## src/common/rooth_pkg.sv

```systemverilog
package rooth_pkg;

    // ------------------------------------------------------------------
    // widths
    // ------------------------------------------------------------------
    localparam int XLEN   = 32;
    localparam int REG_AW = 5;
    localparam int CSR_AW = 12;

    // routing class from execute
    typedef enum logic [1:0] {
        RES_REG  = 2'd0,
        RES_MEM  = 2'd1,    // store
        RES_CSR  = 2'd2,
        RES_NONE = 2'd3
    } res_ctrl_e;

    // decoded access kind
    typedef enum logic [2:0] {
        ACC_ALU   = 3'd0,
        ACC_LOAD  = 3'd1,
        ACC_STORE = 3'd2,
        ACC_CSR   = 3'd3,
        ACC_NONE  = 3'd4
    } access_e;

    // ------------------------------------------------------------------
    // funct3 codes
    // ------------------------------------------------------------------
    localparam logic [2:0] F3_LB     = 3'b000;
    localparam logic [2:0] F3_LH     = 3'b001;
    localparam logic [2:0] F3_LW     = 3'b010;
    localparam logic [2:0] F3_LBU    = 3'b100;
    localparam logic [2:0] F3_LHU    = 3'b101;

    localparam logic [2:0] F3_SB     = 3'b000;
    localparam logic [2:0] F3_SH     = 3'b001;
    localparam logic [2:0] F3_SW     = 3'b010;

    localparam logic [2:0] F3_CSRRW  = 3'b001;
    localparam logic [2:0] F3_CSRRS  = 3'b010;
    localparam logic [2:0] F3_CSRRC  = 3'b011;
    localparam logic [2:0] F3_CSRRWI = 3'b101;

    // ------------------------------------------------------------------
    // stage records
    // ------------------------------------------------------------------
    typedef struct packed {
        res_ctrl_e          res_ctrl;
        logic               is_load;
        logic [2:0]         funct3;
        logic [REG_AW-1:0]  rd;
        logic [CSR_AW-1:0]  csr_idx;
        logic [XLEN-1:0]    alu_res;    // also the load/store address
        logic [XLEN-1:0]    rs1;
        logic [XLEN-1:0]    rs2;
        logic [XLEN-1:0]    imm;
    } ex_mem_t;

    typedef struct packed {
        logic               valid;
        access_e            kind;
        logic               in_ram;     // region 0
        logic [1:0]         lane;
        logic [2:0]         funct3;
        logic [REG_AW-1:0]  rd;
        logic [CSR_AW-1:0]  csr_idx;
        logic [XLEN-1:0]    alu_res;
        logic [XLEN-1:0]    rs1;
        logic [XLEN-1:0]    rs2;
        logic [XLEN-1:0]    imm;
    } mem_op_t;

    typedef struct packed {
        logic               we;
        logic [REG_AW-1:0]  rd;
        logic [XLEN-1:0]    data;
        logic               fault;
    } wb_t;

endpackage

```

## src/source/wb_stage.sv

```systemverilog
`timescale 1ns/1ns

module wb_stage
    import rooth_pkg::*;
(
    input  logic clk,
    input  logic rst_n,

    input  wb_t  res_i,
    input  logic res_valid_i,

    output wb_t  wb_o,
    output logic wb_valid_o
);

    wb_t  wb_q;
    logic valid_q;

    always_ff @(posedge clk or negedge rst_n) begin
        if (!rst_n) begin
            wb_q    <= '0;
            valid_q <= 1'b0;
        end else begin
            valid_q <= res_valid_i;
            if (res_valid_i) begin
                wb_q    <= res_i;
                wb_q.we <= res_i.we && (res_i.rd != '0);   // x0 stays zero
            end
        end
    end

    assign wb_o       = wb_q;
    assign wb_valid_o = valid_q;

endmodule
```

## config.mk

```make
export PLATFORM = sky130hd
export DESIGN_NAME = wb_stage
export DESIGN_NICKNAME = d
export VERILOG_FILES = /design/src/common/rooth_pkg.sv /design/src/source/wb_stage.sv
export SDC_FILE = /design/constraint.sdc
export NUM_CORES = 1
export LEC_CHECK = 0
export ABC_CLOCK_PERIOD_IN_PS = 900
export BUFFER_PORTS_ARGS = -buffer_cell sky130_fd_sc_hd__clkbuf_2
export CORE_MARGIN = 4
export CORE_UTILIZATION = 43
export CTS_CLUSTER_SIZE = 14
export DETAILED_ROUTE_END_ITERATION = 6
export GPL_TIMING_DRIVEN = 0
export PLACE_DENSITY = 0.84
export SETUP_SLACK_MARGIN = 0.02
export SYNTH_ARGS = -nofsm -noshare
export SYNTH_HDL_FRONTEND = slang
export SYNTH_SLANG_ARGS = --single-unit
export TNS_END_PERCENT = 100
```

## constraint.sdc

```tcl
create_clock -name clk -period 0.9 [get_ports clk]
set_input_delay 0.09 -clock clk [delete_from_list [all_inputs] [get_ports clk]]
set_output_delay 0.09 -clock clk [all_outputs]
set_load 0.005 [all_outputs]
```

==> metrics.md <==
| Metric | Value |
|---|---|
| Max-cap violations | `0` |
| Die ar. | `0.004498 mm^2` |
| Max Fclk | `1012 MHz` |
| Number of DRC markers in iteration 0 | `16` |
| Crit path kind | `reg -> out` |
| Slew Limit Fails | `0` |
| Post-Synthesis Cells | `86` |
| Remaining global-route overflow | `0` |
| Pwr dens | `1618 mW/mm^2` |
| Synth cell types | `8` |
| CTS Root Cell | `clkbuf_4` |
| Filler cells | `230` |
| Detailed placement HPWL | `2325 um` |
| Top-count cell post-synth | `dfrtp_1` |
| Residual DRC | `0` |
| Longest Clk Path Bufs | `2` |
| Number of flops mapped to enable cells by yosys | `0` |
| Status | `complete, but fails checks` |
| Tmin final | `987.9 ps` |
| Initial antenna violation count | `0` |
| Reg-to-reg slack, setup | `10 ps` |
| Core area | `0.003363 mm^2` |
| Max H-tree Level | `2` |
| Syn avg cell area | `17.44 um^2` |
| Clk_lat worst skew | `340 ps` |
| Final ANT Viol Nets | `0` |
| Post-synthesis register bit count | `40` |
| Num rows | `21` |
| Largest net degree at the start of global routing | `41` |
| Die X | `67.07 um` |
| Worst reg2reg path depth | `2` |
| Worst Path Buf+Inv | `1` |
| Post-route worst setup slack | `-87.92 ps` |
| CP cell instances | `clkbuf_2` |
| Worst-Margin Slew | `940.0 ps` |
| Adder-cell share of the synthesized area | `0` |
| I/O pins | `82` |
| Share of cells above drive strength 1 | `0.6279` |
| RD Place Congestion | `0.6942` |
| Complex-gate fraction of the synthesized area | `0.003336` |
| CTS buffer count | `5` |
| Xor/xnor share of the synthesized area | `0` |
| RR Endpoint | `wb_o[36]$_DFFE_PN0P_` |
| Final Cycle Share | `1.098` |
| Ys Warns | `0` |
| Failing checks | `hold timing, setup timing` |
| Drt total wl | `3749 um` |
| Main synth FF type | `dfrtp_1` |
| Yosys top cell area share | `0.6672` |
| Port-buffer cells | `81` |
| Slowest stage cell on the critical path | `dfrtp_1` |
| Inst Count DP | `213` |
| Largest delay contributor family on the critical path | `flip-flops` |
| Die Ht | `67.07 um` |
| Fin. Hold Viols | `40` |
| Startpoint types | `register` |
| Total number of vias | `1197` |
| Starting Density | `0.4461` |
| Fraction of registers with async set/reset | `1.000` |
| CTS Hold Bufs | `36` |
| Post-layout nets | `256` |
| Synthesized area | `0.001500 mm^2` |
| Peak VDD IR | `1.160 mV` |
| Leak pwr | `1.205 nW` |
| CP Capture Point | `wb_o[30]` |
| Worst Path Required | `810 ps` |
| CP peak stage delay | `430 ps` |
| GR Util All Layers | `0.1888` |
| First-pass GRT wire length | `6078 um` |
| Reg2reg start | `wb_o[36]$_DFFE_PN0P_` |
| Setup tns final | `-1518 ps` |
| RSZ-0062 raised after global routing | `yes` |
| Top cells by area, synth | `dfrtp_1 67%, mux2_2 29%, buf_6 1.5%` |
| Worst hold slack | `-130.2 ps` |
| Crit Path Max Fanout | `2` |
| Setup crit end kind | `output port` |
| Initial DRT Pass Iterations | `2` |
| Largest area contributor in the netlist | `dfrtp_1` |
| HP Class | `in -> async` |
| Largest family of logic cells by synthesized area | `multiplexers` |
| Non-Filler Instances | `261` |
| Crit. Startpoint | `wb_o[30]$_DFFE_PN0P_` |
| Pre-CTS setup slack | `-39.42 ps` |
| Register area share after synthesis | `0.6672` |
| Fin Clk Skew | `0 ps` |
| Antenna cells | `0` |
| Endpoints failing setup | `40` |
| Synthesized Nets | `128` |
| Synth top cells by count | `40 x dfrtp_1, 38 x mux2_2, 2 x buf_4, 2 x buf_6` |
| Clock Pin Slew Worst Setup and Hold Paths | `120 ps` |
| CTS tree | `yes` |
| Num Clock Sinks | `40` |
| Vias in the first global route | `1312` |
| WL per Instance | `14.36 um` |
| Worst slew margin | `0.3733` |
| Simple-gate portion of the synthesized area | `0.01251` |
| CP Depth | `1` |
| Via density per instance | `4.586` |
| Arrival @ worst endpoint | `900 ps` |
| Area delta synth->final | `62.47%` |
| Post-synthesis mux area share | `0.2919` |
==> per-layer routing <==
metal	vias to the layer above	GRT usage	wire (um)
li1	557	-	-
met1	576	0.2020	1391
met2	57	0.3264	1936
met3	7	0.08600	359
met4	0	0.06329	63
met5	-	0	0
==> through the flow <==
stage | utilization | total power [mW] | area [um^2]
6_report | 0.7247 | 3.943 | 2437
5_1_grt | 0.7247 | 4.164 | 2437
4_1_cts | 0.7191 | 3.959 | 2419
3_5_place_dp | 0.5837 | 2.686 | 1963
3_3_place_gp | 0.5837 | 2.648 | 1963
2_1_floorplan | - | 2.333 | 1500
==> power breakdown <==
part	internal, mW	switching [mW]
clock network	0.583	0.551
registers	1.97	0.0973
logic	0.473	0.266
total	3.03	0.914
==> logic make-up (layout without fill, tap and decap cells) <==
group | Yosys count | count (layout)
DFF | 40 | 40
muxes | 39 | 39
AOI/OAI and AO/OA | 1 | 1
and+or+nand+nor | 2 | 2
buffers and inverters | 4 | 133
==> registers in the layout, summed over array words and instances, names as in the netlist <==
name,flops
wb_valid_o,1
wb_o,39
==> worst min-delay path by stage <==
stage	startpoint	endpoint	slack [ps]	cells past startpoint
global placement	rst_n	wb_o[13]$_DFFE_PN0P_	250	1
global route	rst_n	wb_o[19]$_DFFE_PN0P_	-60	1
detailed placement	rst_n	wb_o[19]$_DFFE_PN0P_	290	1
floorplan	rst_n	wb_o[0]$_DFFE_PN0P_	-210	0
finish	rst_n	wb_o[30]$_DFFE_PN0P_	-130	1
CTS	rst_n	wb_o[19]$_DFFE_PN0P_	-100	1
==> area by class of cell <==
class / instances / area, um^2 / area share
flip-flops and latches: 40 / 1001 / 0.4107
multi-input cells: 42 / 465.4 / 0.1910
clock inverters: 2 / 35.03 / 0.01437
repair buffers: 121 / 799.5 / 0.3280
well taps: 46 / 57.56 / 0.02361
plain buffers: 4 / 37.54 / 0.01540
clock buffers: 6 / 41.29 / 0.01694
==> cells in the final DEF (no fill, tap or decap), drive strengths merged <==
cell,Yosys,final
a21oi,1,1
buf,4,8
bufinv,0,1
clkbuf,0,87
clkinv,0,1
dfrtp,40,40
dlygate4sd3,0,36
mux2,38,38
mux2i,1,1
nor2,1,1
nor4b,1,1
==> timing repair <==
item,in CTS,in global routing
hold endpoints to repair,77,40
buffers inserted,2,2
setup endpoints to repair,40,42
gates resized for setup,1,1
Note: power is estimated with default switching activity, not from simulation.
