<file path="src/common/rooth_pkg.sv">
package rooth_pkg;

    // ------------------------------------------------------------------
    // widths
    // ------------------------------------------------------------------
    localparam int XLEN   = 32;
    localparam int REG_AW = 5;
    localparam int CSR_AW = 12;

    // routing class from execute
    typedef enum logic [1:0] {
        RES_REG  = 2'd0,
        RES_MEM  = 2'd1,    // store
        RES_CSR  = 2'd2,
        RES_NONE = 2'd3
    } res_ctrl_e;

    // decoded access kind
    typedef enum logic [2:0] {
        ACC_ALU   = 3'd0,
        ACC_LOAD  = 3'd1,
        ACC_STORE = 3'd2,
        ACC_CSR   = 3'd3,
        ACC_NONE  = 3'd4
    } access_e;

    // ------------------------------------------------------------------
    // funct3 codes
    // ------------------------------------------------------------------
    localparam logic [2:0] F3_LB     = 3'b000;
    localparam logic [2:0] F3_LH     = 3'b001;
    localparam logic [2:0] F3_LW     = 3'b010;
    localparam logic [2:0] F3_LBU    = 3'b100;
    localparam logic [2:0] F3_LHU    = 3'b101;

    localparam logic [2:0] F3_SB     = 3'b000;
    localparam logic [2:0] F3_SH     = 3'b001;
    localparam logic [2:0] F3_SW     = 3'b010;

    localparam logic [2:0] F3_CSRRW  = 3'b001;
    localparam logic [2:0] F3_CSRRS  = 3'b010;
    localparam logic [2:0] F3_CSRRC  = 3'b011;
    localparam logic [2:0] F3_CSRRWI = 3'b101;

    // ------------------------------------------------------------------
    // stage records
    // ------------------------------------------------------------------
    typedef struct packed {
        res_ctrl_e          res_ctrl;
        logic               is_load;
        logic [2:0]         funct3;
        logic [REG_AW-1:0]  rd;
        logic [CSR_AW-1:0]  csr_idx;
        logic [XLEN-1:0]    alu_res;    // also the load/store address
        logic [XLEN-1:0]    rs1;
        logic [XLEN-1:0]    rs2;
        logic [XLEN-1:0]    imm;
    } ex_mem_t;

    typedef struct packed {
        logic               valid;
        access_e            kind;
        logic               in_ram;     // region 0
        logic [1:0]         lane;
        logic [2:0]         funct3;
        logic [REG_AW-1:0]  rd;
        logic [CSR_AW-1:0]  csr_idx;
        logic [XLEN-1:0]    alu_res;
        logic [XLEN-1:0]    rs1;
        logic [XLEN-1:0]    rs2;
        logic [XLEN-1:0]    imm;
    } mem_op_t;

    typedef struct packed {
        logic               we;
        logic [REG_AW-1:0]  rd;
        logic [XLEN-1:0]    data;
        logic               fault;
    } wb_t;

endpackage

</file>
<file path="src/mem_stage/mem_access.sv">
`timescale 1ns/1ns

module mem_access
    import rooth_pkg::*;
#(
    parameter int RAM_WORDS = 256
) (
    input  logic                         clk,
    input  logic                         rst_n,

    input  mem_op_t                      op_i,

    // word ram
    output logic                         ram_en_o,
    output logic                         ram_we_o,
    output logic [$clog2(RAM_WORDS)-1:0] ram_addr_o,
    output logic [XLEN-1:0]              ram_wdata_o,
    input  logic [XLEN-1:0]              ram_rdata_i,

    // csr bank
    output logic [CSR_AW-1:0]            csr_idx_o,
    output logic                         csr_we_o,
    output logic [XLEN-1:0]              csr_wdata_o,
    input  logic [XLEN-1:0]              csr_rdata_i,

    output wb_t                          res_o,
    output logic                         res_valid_o,
    output logic                         stall_o
);

    localparam int AW = $clog2(RAM_WORDS);

    logic            ram_acc;
    logic            is_store;
    logic            phase_q;
    logic [7:0]      ld_byte;
    logic [15:0]     ld_half;
    logic [XLEN-1:0] ld_data;

    assign is_store = (op_i.kind == ACC_STORE);
    assign ram_acc  = op_i.valid && op_i.in_ram &&
                      ((op_i.kind == ACC_LOAD) || is_store);

    // ------------------------------------------------------------------
    // phase 0 reads the old word, phase 1 writes or extracts
    // ------------------------------------------------------------------
    always_ff @(posedge clk or negedge rst_n) begin
        if (!rst_n) begin
            phase_q <= 1'b0;
        end else begin
            phase_q <= ram_acc && !phase_q;
        end
    end

    assign stall_o     = ram_acc && !phase_q;
    assign res_valid_o = op_i.valid && (!ram_acc || phase_q);

    assign ram_en_o   = ram_acc && (!phase_q || is_store);  // loads keep rdata in phase 1
    assign ram_we_o   = ram_acc && phase_q && is_store;
    assign ram_addr_o = op_i.alu_res[AW+1:2];

    // store merge into the old word
    always_comb begin
        case (op_i.funct3)
            F3_SB: begin
                case (op_i.lane)
                    2'd0:    ram_wdata_o = {ram_rdata_i[31:8], op_i.rs2[7:0]};
                    2'd1:    ram_wdata_o = {ram_rdata_i[31:16], op_i.rs2[7:0],
                                            ram_rdata_i[7:0]};
                    2'd2:    ram_wdata_o = {ram_rdata_i[31:24], op_i.rs2[7:0],
                                            ram_rdata_i[15:0]};
                    default: ram_wdata_o = {op_i.rs2[7:0], ram_rdata_i[23:0]};
                endcase
            end
            F3_SH: begin
                if (op_i.lane[1]) begin
                    ram_wdata_o = {op_i.rs2[15:0], ram_rdata_i[15:0]};
                end else begin
                    ram_wdata_o = {ram_rdata_i[31:16], op_i.rs2[15:0]};
                end
            end
            default: ram_wdata_o = op_i.rs2;    // sw
        endcase
    end

    // ------------------------------------------------------------------
    // load extraction
    // ------------------------------------------------------------------
    always_comb begin
        case (op_i.lane)
            2'd0:    ld_byte = ram_rdata_i[7:0];
            2'd1:    ld_byte = ram_rdata_i[15:8];
            2'd2:    ld_byte = ram_rdata_i[23:16];
            default: ld_byte = ram_rdata_i[31:24];
        endcase
        ld_half = op_i.lane[1] ? ram_rdata_i[31:16] : ram_rdata_i[15:0];

        case (op_i.funct3)
            F3_LB:   ld_data = {{24{ld_byte[7]}}, ld_byte};
            F3_LH:   ld_data = {{16{ld_half[15]}}, ld_half};
            F3_LBU:  ld_data = {24'h0, ld_byte};
            F3_LHU:  ld_data = {16'h0, ld_half};
            default: ld_data = ram_rdata_i;
        endcase
    end

    // csr new value, set/clear already done by execute
    assign csr_idx_o = op_i.csr_idx;
    assign csr_we_o  = op_i.valid && (op_i.kind == ACC_CSR);

    always_comb begin
        case (op_i.funct3)
            F3_CSRRW:  csr_wdata_o = op_i.rs1;
            F3_CSRRWI: csr_wdata_o = op_i.imm;
            default:   csr_wdata_o = op_i.alu_res;
        endcase
    end

    // ------------------------------------------------------------------
    // writeback record
    // ------------------------------------------------------------------
    always_comb begin
        res_o    = '0;
        res_o.rd = op_i.rd;
        case (op_i.kind)
            ACC_ALU: begin
                res_o.we   = 1'b1;
                res_o.data = op_i.alu_res;
            end
            ACC_CSR: begin
                res_o.we   = 1'b1;
                res_o.data = csr_rdata_i;   // old value
            end
            ACC_LOAD: begin
                res_o.we    = 1'b1;
                res_o.data  = op_i.in_ram ? ld_data : '0;
                res_o.fault = !op_i.in_ram;
            end
            ACC_STORE: res_o.fault = !op_i.in_ram;
            default: ;
        endcase
    end

endmodule

</file>
<file path="config.mk">
export PLATFORM = sky130hd
export DESIGN_NAME = mem_access
export DESIGN_NICKNAME = d
export VERILOG_FILES = /design/src/common/rooth_pkg.sv /design/src/mem_stage/mem_access.sv
export SDC_FILE = /design/constraint.sdc
export NUM_CORES = 1
export LEC_CHECK = 0
export ABC_CLOCK_PERIOD_IN_PS = 1500
export BUFFER_PORTS_ARGS = -buffer_cell sky130_fd_sc_hd__buf_2
export CORE_AREA = 5 5 132 134
export DETAILED_ROUTE_END_ITERATION = 16
export DIE_AREA = 0 0 137 139
export GPL_TIMING_DRIVEN = 0
export PLACE_DENSITY_LB_ADDON = 0.15
export SLEW_MARGIN = 20
export SYNTH_ARGS = -nofsm -noshare
export SYNTH_HDL_FRONTEND = slang
export SYNTH_SLANG_ARGS = --single-unit
</file>
<file path="constraint.sdc">
create_clock -name clk -period 1.5 [get_ports clk]
set_input_delay 0 -clock clk [delete_from_list [all_inputs] [get_ports clk]]
set_output_delay 0 -clock clk [all_outputs]
set_load 0.1 [all_outputs]
</file>
==> results of run 1 <==
==> cells by family after synthesis <==
kind of cell	share of synthesized area
AOI/OAI and AO/OA	0.415
xor gates and xnor gates	0.00315
buffers and inverters	0.146
DFF	0.00898
muxes	0.248
and+or+nand+nor	0.178
==> critical path, delay by kind of cell <==
kind	cells	cell delay [ps]
buffers and inverters	3	430
AO/OA/AOI/OAI	3	590
multiplexers	1	530
==> per-stage QoR <==
step | area (um^2) | setup TNS, ps | power (mW) | utilization
4_1_cts | 6480 | -765 | 3.89 | 0.401
6_report | 6750 | -699 | 3.99 | 0.417
3_5_place_dp | 5400 | -31850 | 3.48 | 0.334
5_1_grt | 6750 | -1750 | 4.14 | 0.417
3_3_place_gp | 5390 | -31640 | 3.46 | 0.334
2_1_floorplan | 3480 | -2540 | 2.70 | -
==> power by group through the flow <==
stage               Combinational [mW]    Clock (mW)  Sequential [mW]
CTS                               3.86             0           0.0295
finish                            3.96  0.0000000894           0.0295
global route                      4.11  0.0000000892           0.0296
detailed placement                3.45             0           0.0295
floorplan                         2.67             0           0.0293
global placement                  3.44             0           0.0294
==> final cells by class <==
class,count,share of cell area
Multi-Input combinational cell,346,0.490
Timing Repair Buffer,348,0.383
Buffer,61,0.0759
Tap cell,220,0.0408
Inverter,10,0.00556
Sequential cell,1,0.00371
Antenna cell,1,0.000371
==> timing repair <==
action                                  in CTS  in global routing
hold buffers                                 1                  0
endpoints found under the setup margin      97                 88
cloned                                       1                  0
gates resized for setup                    262                 72
setup buffers                               15                  3
hold endpoints to repair                     1                  0
pin swaps                                   13                  7
==> path summary, 6_finish.rpt <==
path / depth (start not counted) / slack [ps] / end
setup / recovery: 7 / -70 / res_o[9]
setup reg to reg: 1 / 790 / phase_q$_DFF_PN0_
hold reg to reg: 1 / 520 / phase_q$_DFF_PN0_
hold / removal: 2 / 320 / phase_q$_DFF_PN0_
min in group clk: 2 / 380 / csr_idx_o[9]
max in group asynchronous: 2 / 1100 / phase_q$_DFF_PN0_
==> per-layer routing <==
layer  global-route usage  wire length, um
met4               0.0410              506
met2                0.372            10600
met5                    0                0
met3               0.0272             1620
met1                0.249             8120
==> layout by cell type (no fill, tap or decap), types with 8 or more instances in the layout <==
cell,synthesis,routed
clkbuf_4,0,13
a22oi_2,0,8
a22oi_1,43,35
o21ai_2,1,33
buf_6,2,29
inv_2,0,8
buf_2,10,239
buf_4,26,68
nor2_1,29,21
o21ai_4,0,15
a211o_4,0,14
mux2i_1,50,49
clkbuf_2,0,12
a222oi_1,8,8
mux2_2,13,13
nand2_1,59,52
buf_12,0,35
==> results.sh, run 1 <==
export IMPL_yosysUniqueCellTypes=43
export IMPL_place_congestion=0.843
export IMPL_cp_slowest_cell="mux4_2"
export IMPL_ys_warn_count=0
export IMPL_yosysMostFrequentCell="nand2_1"
export IMPL_finalNetCount=989
export IMPL_wl_per_cell_um=21.2
export IMPL_slowest_delay_ps=530
export IMPL_ir_drop_mv=0.381
export IMPL_hold_path_class="in2async"
export IMPL_finalHoldViolCount=0
export IMPL_seqCellArea_um2=25.0
export IMPL_globalRouteOverflowTotal=0
export IMPL_critPathMaxFanout=8
export IMPL_grt_pass1_vias=5307
export IMPL_syn_area_um2=2790
export IMPL_status="finished with violations"
export IMPL_grt_pass1_wl_mm=30.5
export IMPL_grt_max_degree=11
export IMPL_largest_reg_flops=1
export IMPL_fin_crit_sh=1.04
export IMPL_finalClockSkew_ps=0
export IMPL_placementRows=47
export IMPL_coreArea_um2=16200
export IMPL_yosys_area_top_type="mux2i_1"
export IMPL_clk_pin_slew_ps=0
export IMPL_drv_slew=0
export IMPL_dr_pass1_iters=6
export IMPL_ys_flop_type="dfrtp_1"
export IMPL_drv_cap=0
export IMPL_power_frac_seq=0.007
export IMPL_tightest_slew_ps=571
export IMPL_p_comb_frac=0.993
export IMPL_rsz0062_at_grt="true"
export IMPL_synth_edf_count=0
export IMPL_clk_latency_ps=0
export IMPL_power_density_nw_per_um2=591
export IMPL_r2r_start="phase_q$_DFF_PN0_"
export IMPL_vias=4836
export IMPL_avgSynthCellArea_um2=6.60
export IMPL_multi_input_area_um2=3310
export IMPL_top_regs="phase_q (1)"
export IMPL_drt_iter0_markers=219
export IMPL_final_antenna_net_count=0
export IMPL_period_needed_ps=1570
export IMPL_yosysTopAreaCellShare=0.180
export IMPL_ys_top_cells_by_area="mux2i_1, a22oi_1, o21ai_0, nand2_1, buf_4"
export IMPL_viasPerCell=4.90
export IMPL_track_usage=0.203
export IMPL_stdcell_count=987
export IMPL_crit_path_end_kind="output port"
export IMPL_setup_violations=19
export IMPL_violations="setup timing"
export IMPL_die_y_um=139
export IMPL_drive_gt1_frac=0.727
export IMPL_power_switching_mw=2.78
export IMPL_synth_common_cells="nand2_1, o21ai_0, mux2i_1"
export IMPL_fmax_ghz=0.638
export IMPL_dieArea_um2=19000
export IMPL_worstPathArrival_ps=1570
export IMPL_holdWs_ps=321
export IMPL_hpwl_mm=17.9
export IMPL_yosysSeqAreaShare=0.00898
export IMPL_worstSetupPathType="in2out"
export IMPL_cpMostUsedCell="buf_12"
export IMPL_wl_mm=20.9
export IMPL_dieWidth_um=137
export IMPL_crit_path_start_kind="primary input"
export IMPL_p_leak_nw=3.22
export IMPL_slew_headroom=0.619
export IMPL_syn_instance_count=422
export IMPL_crit_chain="buf_12 > mux4_2 > buf_6 > a21o_4 > o221ai_4 > o21ai_4 > buf_12"
export IMPL_io_pins=349
export IMPL_fillCellCount=1674
export IMPL_io_buffers=328
export IMPL_syn_num_nets=643
export IMPL_worst_slack_ps=-66.4
export IMPL_start_util=0.172
export IMPL_dp_cells=970
export IMPL_cp_required_ps=1500
export IMPL_area_delta_synth_final_pct=142
export IMPL_p_int_mw=1.21
export IMPL_ys_ff_latch=1
export IMPL_synthArstFlopShare=1.00
export IMPL_pre_cts_ws_ps=-795
export IMPL_clockPowerShare=0
export IMPL_drc=0
export IMPL_largest_register="phase_q"
export IMPL_antenna_found_initial=1
export IMPL_sw_frac_of_total=0.696
export IMPL_crit_start="ram_rdata_i[31]"
No activity file was read; power rests on OpenSTA's default activity.
==> run 2, diff against run 1 <==
RECOVER_POWER = 100   (was not set)
==> results.sh, run 2 (synthesis results as in run 1) <==
export IMPL_status="finished with violations"
export IMPL_violations="setup timing"
export IMPL_tightest_slew_ps=1180
export IMPL_critical_path_top_delay_family="compound AO/OA/AOI/OAI gates"
export IMPL_die_y_um=139
export IMPL_vias=4816
export IMPL_drc=0
export IMPL_drv_slew=0
export IMPL_layout_commonest_cell="buf_2"
export IMPL_cpMostUsedCell="buf_12"
export IMPL_pre_cts_ws_ps=-795
export IMPL_finalClockSkew_ps=0
export IMPL_wl_per_cell_um=21.2
export IMPL_crit_chain="buf_12 > mux4_2 > buf_6 > a21o_4 > o221ai_4 > o21ai_4 > buf_12"
export IMPL_num_antenna_cells=0
export IMPL_layout_common_cells="buf_2, nand2_1, mux2i_1, buf_4"
export IMPL_p_int_mw=1.19
export IMPL_drt_iter0_markers=241
export IMPL_fmax_ghz=0.639
export IMPL_slowest_delay_ps=550
export IMPL_coreArea_um2=16200
export IMPL_power_switching_mw=2.77
export IMPL_grt_pass1_wl_mm=30.5
export IMPL_place_congestion=0.843
export IMPL_track_usage=0.203
export IMPL_dieArea_um2=19000
export IMPL_globalRouteOverflowTotal=0
export IMPL_dp_cells=970
export IMPL_placementRows=47
export IMPL_largest_register="phase_q"
export IMPL_clk_pin_slew_ps=0
export IMPL_worstPathArrival_ps=1570
export IMPL_final_util=0.413
export IMPL_cp_required_ps=1500
export IMPL_worstSetupPathType="in2out"
export IMPL_drv_cap=0
export IMPL_stdcell_count=986
export IMPL_slew_headroom=0.216
export IMPL_fillCellCount=1694
export IMPL_crit_path_start_kind="primary input"
export IMPL_hold_path_class="in2async"
export IMPL_p_leak_nw=3.13
export IMPL_fin_crit_sh=1.04
export IMPL_grt_max_degree=11
export IMPL_dr_pass1_iters=7
export IMPL_io_buffers=328
export IMPL_power_density_nw_per_um2=593
export IMPL_rsz0062_at_grt="true"
export IMPL_dieWidth_um=137
export IMPL_top_regs="phase_q (1)"
export IMPL_clockPowerShare=0
export IMPL_crit_path_end_kind="output port"
export IMPL_clk_latency_ps=0
export IMPL_critPathMaxFanout=8
export IMPL_power_frac_seq=0.007
export IMPL_start_util=0.172
export IMPL_worst_slack_ps=-66.1
export IMPL_io_pins=349
export IMPL_finalNetCount=989
export IMPL_area_delta_synth_final_pct=140
export IMPL_hpwl_mm=17.9
export IMPL_finalHoldViolCount=0
export IMPL_sw_frac_of_total=0.700
export IMPL_finalSetupTns_ps=-753
export IMPL_p_comb_frac=0.993
export IMPL_largest_reg_flops=1
export IMPL_period_needed_ps=1570
export IMPL_ir_drop_mv=0.377
export IMPL_wl_mm=20.9
export IMPL_drive_gt1_frac=0.683
export IMPL_antenna_found_initial=0
export IMPL_total_power_mw=3.95
export IMPL_viasPerCell=4.88
export IMPL_grt_pass1_vias=5307
export IMPL_final_antenna_net_count=0
export IMPL_cp_slowest_cell="mux4_2"
export IMPL_cp_num_buf_inv=3
export IMPL_setup_violations=19
run 2: cell types whose count changed in the layout (fill, tap and decap cells not counted), sizes merged:
cell / before / now
buf: 377 / 320
clkbuf: 31 / 88
clkinv: 0 / 1
diode: 1 / 0
inv: 10 / 9
run 2: path summary, 6_finish.rpt:
path / start / end / slack (ps) / cells after the start
min reg2reg: phase_q$_DFF_PN0_ / phase_q$_DFF_PN0_ / 520 / 1
min: rst_n / phase_q$_DFF_PN0_ / 320 / 2
min in group clk: op_i[52] / ram_wdata_o[20] / 410 / 4
max: op_i[148] / res_o[9] / -70 / 7
max reg2reg: phase_q$_DFF_PN0_ / phase_q$_DFF_PN0_ / 780 / 1
max in group asynchronous: rst_n / phase_q$_DFF_PN0_ / 1100 / 2
run 2: timing repair:
action                                 in CTS  in global routing
gates cloned                                1                  0
setup buffers                              15                  3
endpoints found under the hold margin       1                  0
hold buffers                                1                  0
resized for setup                         262                 72
pin swaps                                  13                  7
setup endpoints to repair                  97                 88
run 2: cell type report:
cell class	count	area (um^2)	share of cell area
buffer	61	507	0.0760
inverter	10	37.5	0.00563
multi-input combinational	346	3280	0.491
sequential	1	25.0	0.00375
tap	220	275	0.0413
timing repair buffer	348	2550	0.382
run 2: per-stage QoR:
stage	area (um^2)	hold slack [ps]
after floorplan	3480	-296
after global placement	5390	-226
after detailed placement	5400	-225
after CTS	6480	322
after global routing	6670	336
final	6670	319
run 2: per-layer routing:
layer / GRT usage / share of wire / vias up / routed length [um]
met5: 0 / 0 / - / 0
met4: 0.0410 / 0.027 / 0 / 573
met3: 0.0272 / 0.078 / 34 / 1620
met2: 0.372 / 0.50 / 275 / 10500
met1: 0.249 / 0.39 / 2228 / 8140
li1: - / - / 2279 / -
run 2: power by group through the flow:
stage	combinational [mW]	sequential, mW	clock [mW]
after detailed placement	3.45	0.0295	0
after CTS	3.86	0.0295	0
after floorplan	2.67	0.0293	0
final	3.92	0.0295	0
after global placement	3.44	0.0294	0
after global routing	4.07	0.0296	0
