**src/common/rooth_pkg.sv**
```systemverilog
package rooth_pkg;

    // ------------------------------------------------------------------
    // widths
    // ------------------------------------------------------------------
    localparam int XLEN   = 32;
    localparam int REG_AW = 5;
    localparam int CSR_AW = 12;

    // routing class from execute
    typedef enum logic [1:0] {
        RES_REG  = 2'd0,
        RES_MEM  = 2'd1,    // store
        RES_CSR  = 2'd2,
        RES_NONE = 2'd3
    } res_ctrl_e;

    // decoded access kind
    typedef enum logic [2:0] {
        ACC_ALU   = 3'd0,
        ACC_LOAD  = 3'd1,
        ACC_STORE = 3'd2,
        ACC_CSR   = 3'd3,
        ACC_NONE  = 3'd4
    } access_e;

    // ------------------------------------------------------------------
    // funct3 codes
    // ------------------------------------------------------------------
    localparam logic [2:0] F3_LB     = 3'b000;
    localparam logic [2:0] F3_LH     = 3'b001;
    localparam logic [2:0] F3_LW     = 3'b010;
    localparam logic [2:0] F3_LBU    = 3'b100;
    localparam logic [2:0] F3_LHU    = 3'b101;

    localparam logic [2:0] F3_SB     = 3'b000;
    localparam logic [2:0] F3_SH     = 3'b001;
    localparam logic [2:0] F3_SW     = 3'b010;

    localparam logic [2:0] F3_CSRRW  = 3'b001;
    localparam logic [2:0] F3_CSRRS  = 3'b010;
    localparam logic [2:0] F3_CSRRC  = 3'b011;
    localparam logic [2:0] F3_CSRRWI = 3'b101;

    // ------------------------------------------------------------------
    // stage records
    // ------------------------------------------------------------------
    typedef struct packed {
        res_ctrl_e          res_ctrl;
        logic               is_load;
        logic [2:0]         funct3;
        logic [REG_AW-1:0]  rd;
        logic [CSR_AW-1:0]  csr_idx;
        logic [XLEN-1:0]    alu_res;    // also the load/store address
        logic [XLEN-1:0]    rs1;
        logic [XLEN-1:0]    rs2;
        logic [XLEN-1:0]    imm;
    } ex_mem_t;

    typedef struct packed {
        logic               valid;
        access_e            kind;
        logic               in_ram;     // region 0
        logic [1:0]         lane;
        logic [2:0]         funct3;
        logic [REG_AW-1:0]  rd;
        logic [CSR_AW-1:0]  csr_idx;
        logic [XLEN-1:0]    alu_res;
        logic [XLEN-1:0]    rs1;
        logic [XLEN-1:0]    rs2;
        logic [XLEN-1:0]    imm;
    } mem_op_t;

    typedef struct packed {
        logic               we;
        logic [REG_AW-1:0]  rd;
        logic [XLEN-1:0]    data;
        logic               fault;
    } wb_t;

endpackage

```
**src/source/csr_bank.sv**
```systemverilog
`timescale 1ns/1ns

module csr_bank
    import rooth_pkg::*;
#(
    parameter int CSR_COUNT = 4
) (
    input  logic              clk,
    input  logic              rst_n,

    input  logic [CSR_AW-1:0] idx_i,
    input  logic              we_i,
    input  logic [XLEN-1:0]   wdata_i,
    output logic [XLEN-1:0]   rdata_o
);

    localparam int SW = (CSR_COUNT > 1) ? $clog2(CSR_COUNT) : 1;

    logic [XLEN-1:0] csr_q [CSR_COUNT];
    logic            hit;
    logic [SW-1:0]   sel;

    assign hit = (idx_i < CSR_AW'(CSR_COUNT));
    assign sel = idx_i[SW-1:0];

    // combinational read, unmapped index reads zero
    assign rdata_o = hit ? csr_q[sel] : '0;

    // ------------------------------------------------------------------
    // clocked write
    // ------------------------------------------------------------------
    always_ff @(posedge clk or negedge rst_n) begin
        if (!rst_n) begin
            for (int i = 0; i < CSR_COUNT; i++) begin
                csr_q[i] <= '0;
            end
        end else if (we_i && hit) begin
            csr_q[sel] <= wdata_i;
        end
    end

endmodule

```
**config.mk**
```make
export PLATFORM = sky130hd
export DESIGN_NAME = csr_bank
export DESIGN_NICKNAME = d
export VERILOG_FILES = /design/src/common/rooth_pkg.sv /design/src/source/csr_bank.sv
export SDC_FILE = /design/constraint.sdc
export NUM_CORES = 1
export LEC_CHECK = 0
export BUFFER_PORTS_ARGS = -buffer_cell sky130_fd_sc_hd__buf_2
export CAP_MARGIN = 20
export CORE_MARGIN = 4
export CORE_UTILIZATION = 62
export DETAILED_ROUTE_END_ITERATION = 12
export MAX_ROUTING_LAYER = met4
export PLACE_DENSITY = 0.93
export SLEW_MARGIN = 20
export SYNTH_ARGS = -nofsm -noshare
export SYNTH_HDL_FRONTEND = slang
export SYNTH_SLANG_ARGS = --single-unit
```
**constraint.sdc**
```tcl
create_clock -name clk -period 4.4 [get_ports clk]
set_input_delay 0.22 -clock clk [delete_from_list [all_inputs] [get_ports clk]]
set_output_delay 0.22 -clock clk [all_outputs]
set_load 0.01 [all_outputs]
```
==> flow_summary.toml, run 1 <==
[outcome]
outcome = "complete, no violations"

[job]
cap_violations = 0

[power]
combinationalPowerShare = 0.045
seq_power_share = 0.428
switchingPower_mw = 0.593
finalPower_mw = 2.77
intPower_mw = 2.17
sw_frac_of_total = 0.214
leakage_nw = 3.59
clockPowerShare = 0.527
power_density_nw_per_um2 = 380
vdd_drop_max_v = 0.000235

[clock_tree]
cts-resized-gates = 0
insertion_delay_ns = 0.50
cts_sinks = 128
clockRootBuffer = "clkbuf_8"
cts_tree = "done"
htreeDepth = 4
clk_path_buf_depth = 2
cts_buffers = 17
clkSlewWorstSetupHoldPaths_ns = 0.06

[final_layout]
largestRegisters = "csr_q: 128 flops"
fillers = 497
regMostFlops = "csr_q"
postLayoutCellArea_um2 = 7270
largest_reg_flops = 128
final_nets = 515
area_delta_synth_final_pct = 23.4
layout-drive-gt1-share = 0.574
fin_util = 0.787

[sta]
tns_ns = 0
setup_viol = 0
hold_viol_final = 0
worstMarginPinSlew_ns = 0.940
fmax_mhz = 438
fin_crit_ns = 2.29
rsz0062_at_grt = "false"
fin_hold_ws_ns = 0.0242
finClkSkew_ns = 0
relSlewSlack = 0.373
final.period_utilization = 0.519
drv_slew = 0

[yosys]
synth_flop_cell = "dfrtp_1"
synth_cell_types = 16
avgSynthCellArea_um2 = 16.6
ys_seq_elements = 128
synth_top_area_share = 0.544
synth-edff-count = 0
yosysWarnings = 0
synthTopCellsByArea = "dfrtp_1, mux2_2, mux4_2"
yosysTopAreaCell = "dfrtp_1"
synth_seq_area_share = 0.544
synth_async_sr_flop_share = 1.00
synthesis.area_um2 = 5890
syn_nets = 402
synth_cells = 355

[detailed_routing]
totalWireLength_mm = 13.5
drt_iter0_drc = 165
ant_nets = 0
viasPerCell = 5.92
vias = 3618
drc = 0
dr.pass1.iters = 4
wl_per_cell_um = 22.2

[global_routing]
grt_pass1_vias = 4079
antenna_found_initial = 1
grt_start_max_net_pins = 56
grt_first_pass_wirelength_mm = 22.3
grt_usage = 0.271
grt.overflow.total = 0

[hold_path]
hp-start = "wdata_i[24]"
min_path_type = "primary input to flop"

[worst_setup_path]
end_kind = "flop"
worstReg2RegStart = "csr_q[52]"
critPathLaunchType = "primary input"
worstRegToRegCells = 1
startpoint = "idx_i[1]"
crit_end = "csr_q[37]"
ff2ff_setup_slack_ns = 3.58
crit_arrival_ns = 2.66
reg2reg_to = "csr_q[52]"
crit_fanout = 36
crit_type = "primary input to flop"
required_ns = 4.78

[place]
hpwl_mm = 7.48
port_buffers = 78
gp_congestion = 0.709
dpl_cell_area_um2 = 6340

[die]
rows = 35
dieArea_um2 = 11100
die-height_um = 105
start_util = 0.638
die_x_um = 105
pin_count = 79
core-area_um2 = 9240
==> layout make-up <==
cell class                 count  area (um^2)  area share
multi-input combinational    204         2510       0.345
sequential                   128         3200       0.440
antenna                        1         2.50    0.000344
clock buffer                  19          432      0.0593
tap                          129          161      0.0222
timing repair buffer         117          776       0.107
clock inverter                13          188      0.0258
==> cells by family (layout without fill, tap and decap cells) <==
logic type             after synthesis  after routing  synth area share
flip-flops                         128            128             0.544
multiplexers                       160            160             0.367
buffers and inverters               23            149            0.0302
other                                0              1                 0
AND/OR/NAND/NOR                     44             44            0.0592
==> critical path: stages <==
cell	delay [ns]
buf_2	0.71
nand3b_1	0.25
nor4_4	0.59
buf_4	0.47
mux2_2	0.41
==> layer usage <==
| layer | track usage | wire length, um | up-vias |
|---|---|---|---|
| met5 | - | 0 | - |
| met4 | 0.115 | 459 | 0 |
| met3 | 0.0533 | 612 | 36 |
| met2 | 0.449 | 7290 | 124 |
| met1 | 0.325 | 5180 | 1900 |
| li1 | - | - | 1558 |
==> synthesized netlist by cell type (2+ instances only) <==
| cell type | instances |
|---|---|
| dfrtp_1 | 128 |
| mux2_2 | 119 |
| mux4_2 | 32 |
| nor2b_1 | 32 |
| buf_6 | 12 |
| mux2_1 | 9 |
| clkbuf_1 | 7 |
| nor4_4 | 4 |
| buf_1 | 3 |
| nand3b_1 | 2 |
| or4_4 | 2 |
==> repair_timing <==
item | CTS | global route
hold buffers | 30 | 1
setup buffers | 0 | 0
endpoints found under the hold margin | 113 | 1
==> worst min path at each step <==
stage,to,slack (ns),cells past startpoint
6_report,csr_q[120],0.02,2
4_1_cts,csr_q[123],0.0008,2
5_1_grt,csr_q[120],0.01,2
2_1_floorplan,csr_q[0],-0.08,0
3_5_place_dp,csr_q[119],0.14,1
3_3_place_gp,csr_q[87],0.13,1
==> power groups by stage <==
stage	logic (mW)	registers, mW	clock network, mW
final	0.123	1.19	1.46
after floorplan	0.0382	1.21	0
after global placement	0.0976	1.21	0
after global routing	0.135	1.19	1.54
after CTS	0.123	1.19	1.47
after detailed placement	0.101	1.21	0
==> through the flow <==
| stage | setup WS, ns | instances |
|---|---|---|
| after floorplan | 2.49 | 355 |
| after global routing | 2.00 | 611 |
| final | 2.11 | 611 |
| after CTS | 2.19 | 609 |
| after detailed placement | 1.68 | 547 |
| after global placement | 1.73 | 547 |
==> layout by cell type (no fill, tap or decap) <==
cell / Yosys / routed
nand3b_1: 2 / 2
diode_2: 0 / 1
clkbuf_8: 0 / 2
buf_12: 0 / 1
nor2b_1: 32 / 32
or3_1: 1 / 1
clkinv_2: 0 / 2
clkinvlp_4: 0 / 3
nand3_1: 1 / 1
or3b_2: 1 / 1
dfrtp_1: 128 / 128
buf_2: 1 / 77
nor4_4: 4 / 4
clkinv_4: 0 / 4
or4_4: 2 / 2
clkbuf_1: 7 / 1
bufinv_16: 0 / 4
mux4_2: 32 / 32
buf_4: 0 / 8
or2_2: 1 / 1
mux2_2: 119 / 119
dlygate4sd3_1: 0 / 31
mux2_1: 9 / 9
clkbuf_16: 0 / 16
(Power assumes the default switching activity.)
==> run 2: changes to the inputs <==
Settings changed: CORE_UTILIZATION 62 to 52, PLACE_DENSITY 0.93 to 0.84.
Clock period 4.4 ns to 2 ns, I/O delays scaled along.
==> run 2 against run 1 <==
Register-to-register slack got worse by 2.4 ns. Critical path depth grew 1. Combinational power up 130%. Setup slack got worse by 2.0 ns. Non-clock buffer count grew 12. Die area grew 18%. Via count down 3.3%. Sequential cell count stayed put. Hold slack worse by 0.0036 ns. Total power grew 110%. Clock power is 100% higher.
==> flow_summary.toml, run 2 (synthesis results as in run 1) <==
[detailed_routing]
drt_iter0_drc = 195
dr.pass1.iters = 4
viasPerCell = 5.55
vias = 3499
totalWireLength_mm = 12.3
ant_nets = 0
drc = 0
wl_per_cell_um = 19.5

[worst_setup_path]
crit_arrival_ns = 1.79
startpoint = "idx_i[8]"
end_kind = "output port"
ff2ff_setup_slack_ns = 1.21
worstRegToRegCells = 1
crit_fanout = 24
required_ns = 1.90
reg2reg_to = "csr_q[53]"
worstReg2RegStart = "csr_q[53]"
critPathLaunchType = "primary input"
crit_type = "primary input to output port"

[die]
pin_count = 79
die-height_um = 114
core-area_um2 = 11000
start_util = 0.536
dieArea_um2 = 13100
rows = 38
die_x_um = 114

[sta]
relSlewSlack = 0.536
setup_viol = 0
hold_viol_final = 0
final.period_utilization = 0.947
rsz0062_at_grt = "false"
fin_crit_ns = 1.89
finClkSkew_ns = 0
fmax_mhz = 528
worstMarginPinSlew_ns = 0.697
tns_ns = 0
drv_slew = 0

[final_layout]
area_delta_synth_final_pct = 24.9
largest_reg_flops = 128
postLayoutCellArea_um2 = 7360
antenna_cells = 0
layout-drive-gt1-share = 0.576
final_common_cell = "dfrtp_1"
fillers = 743
final_nets = 527
regMostFlops = "csr_q"
final_cell_mix = "dfrtp_1, mux2_2, buf_2"
largestRegisters = "csr_q: 128 flops"

[place]
hpwl_mm = 7.70
dpl_cell_area_um2 = 6470
gp_congestion = 0.733
port_buffers = 78

[hold_path]
hold_depth = 2
holdPathEnd = "csr_q[62]"
min_path_type = "primary input to flop"
hp-start = "wdata_i[30]"

[power]
sw_frac_of_total = 0.205
combinationalPowerShare = 0.048
power_density_nw_per_um2 = 794
switchingPower_mw = 1.20
seq_power_share = 0.447
intPower_mw = 4.64
clockPowerShare = 0.505
vdd_drop_max_v = 0.000950
leakage_nw = 3.66

[global_routing]
grt_first_pass_wirelength_mm = 20.3
grt_usage = 0.210
antenna_found_initial = 0
grt_pass1_vias = 3881
grt_start_max_net_pins = 129
grt.overflow.total = 0

[clock_tree]
cts_hold_buf = 32
htreeDepth = 4
cts-resized-gates = 0
clkSlewWorstSetupHoldPaths_ns = 0.05
cts_buffers = 17
post-cts-setup-buffers = 0
cts_tree = "done"
cts_sinks = 128
clk_path_buf_depth = 2
insertion_delay_ns = 0.41
clockRootBuffer = "clkbuf_16"

[outcome]
outcome = "complete, no violations"

[job]
cap_violations = 0
-- run 2: cell types whose count changed in the layout (fill, tap and decap cells not counted), sizes merged --
cell / before / now
diode: 1 / 0
clkinv: 6 / 5
clkinvlp: 3 / 0
buf: 86 / 97
clkbuf: 19 / 23
bufinv: 4 / 2
dlygate4sd3: 31 / 32
-- run 2: worst max-delay path by stage --
| stage | endpoint | slack, ns |
|---|---|---|
| after floorplan | csr_q[88] | 0.21 |
| after global placement | csr_q[38] | 0.05 |
| after detailed placement | csr_q[61] | 0.01 |
| after CTS | rdata_o[16] | 0.09 |
| after global routing | rdata_o[10] | 0.06 |
| final | rdata_o[7] | 0.11 |
-- run 2: worst max-delay path, cell delays in order --
cell and delay (ns):
buf_2 0.10, or4_4 0.61, or3_1 0.46, buf_12 0.19
nor2b_1 0.17, buf_2 0.16
-- run 2: cell type report --
type | count | area, um^2 | area share
clock buffer | 23 | 478 | 0.0650
sequential | 128 | 3200 | 0.435
timing repair buffer | 129 | 906 | 0.123
tap | 140 | 175 | 0.0238
multi-input combinational | 204 | 2510 | 0.341
clock inverter | 7 | 85.1 | 0.0116
-- run 2: per-layer routing --
metal,wire (um),GRT usage,vias up
met3,470,0.0581,11
met1,5140,0.257,1853
met5,0,-,-
met2,6560,0.348,69
li1,-,-,1566
met4,122,0.0554,0
-- run 2: power by group through the flow --
stage	Combinational [mW]	Clock (mW)	Sequential (mW)
2_1_floorplan	0.0841	0	2.65
5_1_grt	0.311	3.10	2.61
3_5_place_dp	0.236	0	2.65
3_3_place_gp	0.227	0	2.65
4_1_cts	0.286	2.99	2.61
6_report	0.283	2.95	2.61
-- run 2: stage by stage --
| step | total power, mW | utilization | setup WS [ns] | hold slack, ns | cells |
|---|---|---|---|---|---|
| after floorplan | 2.74 | - | 0.213 | -0.196 | 355 |
| after global placement | 2.88 | 0.590 | 0.0510 | 0.251 | 569 |
| after detailed placement | 2.89 | 0.590 | 0.0104 | 0.264 | 569 |
| after CTS | 5.88 | 0.670 | 0.0911 | 0.00262 | 631 |
| after global routing | 6.02 | 0.670 | 0.0588 | 0.00899 | 631 |
| final | 5.84 | 0.670 | 0.106 | 0.0206 | 631 |
==> run 3: changes to the inputs <==
Settings changed: CORE_ASPECT_RATIO set to 1.75, RECOVER_POWER set to 25.
==> run 3 against run 2 <==
First-iteration DRC count fell by 48%. Combinational power down 2%. Register-to-register slack about the same. Critical path depth unchanged. Clock power fell by 3%. Global-route usage rose by 0.53 points. Maximum frequency fell by 1.9%. Design area fell by 0.73%. Total power shrank 1.5%. Count of clock-buffer cells in the layout is the same. Largest cell class unchanged. Highest routed layer unchanged.
==> flow_summary.toml, run 3 (synthesis results as in run 1) <==
[die]
dieArea_um2 = 13200
pin_count = 79
die_x_um = 88.5
die-height_um = 149
start_util = 0.531
rows = 51
core-area_um2 = 11100

[worst_setup_path]
required_ns = 1.90
cpLargestDelayFamily = "simple AND/OR/NAND/NOR gates"
crit_arrival_ns = 1.83
worst-path-buf-inv = 3
crit_type = "primary input to output port"
max_stage_delay_ns = 0.61
end_kind = "output port"
cp_slowest_cell = "or4_4"
crit_fanout = 26
path_cells = "buf_2 > or4_4 > or3_4 > buf_12 > nor2b_1 > buf_2"
critPathLaunchType = "primary input"
crit_top_cell = "buf_2"

[power]
leakage_nw = 3.61
vdd_drop_max_v = 0.000668
power_density_nw_per_um2 = 787

[detailed_routing]
vias = 3472
totalWireLength_mm = 12.5
wl_per_cell_um = 20.0
dr.pass1.iters = 4
drt_iter0_drc = 101
drc = 0
ant_nets = 0
viasPerCell = 5.58

[clock_tree]
cts_tree = "done"
clockRootBuffer = "clkbuf_16"
insertion_delay_ns = 0.40
clk_path_buf_depth = 2
cts_buffers = 17
htreeDepth = 4
cts_sinks = 128
clkSlewWorstSetupHoldPaths_ns = 0.05
post-cts-setup-buffers = 0

[global_routing]
grt_start_max_net_pins = 49
grt.overflow.total = 0
grt_usage = 0.216
grt_first_pass_wirelength_mm = 20.4
grt_pass1_vias = 3936
antenna_found_initial = 3

[final_layout]
final_cell_mix = "dfrtp_1, mux2_2, buf_2"
multi_input_area_um2 = 2520
final_nets = 523
final_cells = 622
fillers = 795
final_common_cell = "dfrtp_1"
area_delta_synth_final_pct = 24.0
fin_util = 0.658
regMostFlops = "csr_q"
seq_area_um2 = 3200
layout-drive-gt1-share = 0.569
largest_reg_flops = 128
largestRegisters = "csr_q: 128 flops"

[sta]
fin_crit_ns = 1.93
hold_viol_final = 0
relSlewSlack = 0.385
finClkSkew_ns = 0
setup_viol = 0
rsz0062_at_grt = "false"
worstMarginPinSlew_ns = 0.922
fmax_mhz = 518
drv_slew = 0
tns_ns = 0
final.period_utilization = 0.965

[place]
hpwl_mm = 7.83
port_buffers = 78
gp_congestion = 0.702
dp_cells = 557

[job]
cap_violations = 0

[outcome]
outcome = "complete, no violations"

[hold_path]
min_path_type = "primary input to flop"
==> run 3: changes by cell type in the layout (fill, tap and decap cells not counted), moves of 2 or more <==
cell / previous run / this run
clkbuf_1: 3 / 6
diode_2: 0 / 3
clkbuf_2: 0 / 2
buf_4: 16 / 8
clkbuf_8: 3 / 1
==> run 3: cell type report <==
cell class                      instances  area share
Sequential cell                       128       0.439
Timing Repair Buffer                  125       0.119
Multi-Input combinational cell        204       0.344
Clock inverter                          7      0.0120
Antenna cell                            3     0.00103
Tap cell                              132      0.0226
Clock buffer                           23      0.0627
==> run 3: metal layers <==
metal  wire [um]  part of all wire  track usage
met1        4920              0.40        0.251
met2        6630              0.53        0.357
met3         639             0.051       0.0603
met4         254             0.020       0.0741
met5           0                 0            -
==> run 3: power breakdown <==
part	switching, mW	internal, mW	total [mW]
Combinational	0.150	0.127	0.277
Sequential	0.00554	2.60	2.61
Clock	1.02	1.84	2.86
==> run 3: final timing paths <==
path / end / slack (ns) / cells past startpoint / from
min in group asynchronous: csr_q[26] / 0.37 / 2 / rst_n
min reg2reg: csr_q[52] / 0.49 / 1 / csr_q[52]
max in group asynchronous: csr_q[69] / 0.37 / 3 / rst_n
max: rdata_o[3] / 0.07 / 6 / idx_i[8]
max reg2reg: csr_q[33] / 1.20 / 1 / csr_q[33]
min: csr_q[76] / 0.007 / 2 / wdata_i[12]
==> run 3: metrics by stage <==
step           setup slack, ns  area, um^2  power (mW)  hold WS, ns
2_1_floorplan            0.213        5890        2.74       -0.196
3_3_place_gp            0.0177        6450        2.88       0.0911
3_5_place_dp            0.0261        6450        2.89       0.0972
4_1_cts                 0.0164        7310        5.80      0.00512
5_1_grt                 0.0505        7300        5.96      0.00646
6_report                0.0702        7300        5.75      0.00672
==> run 3: repair_timing <==
| item | in CTS | in global routing |
|---|---|---|
| hold endpoints to repair | 151 | 0 |
| gates resized for setup | 0 | 1 |
| setup endpoints to repair | 0 | 1 |
| hold buffers | 32 | 0 |
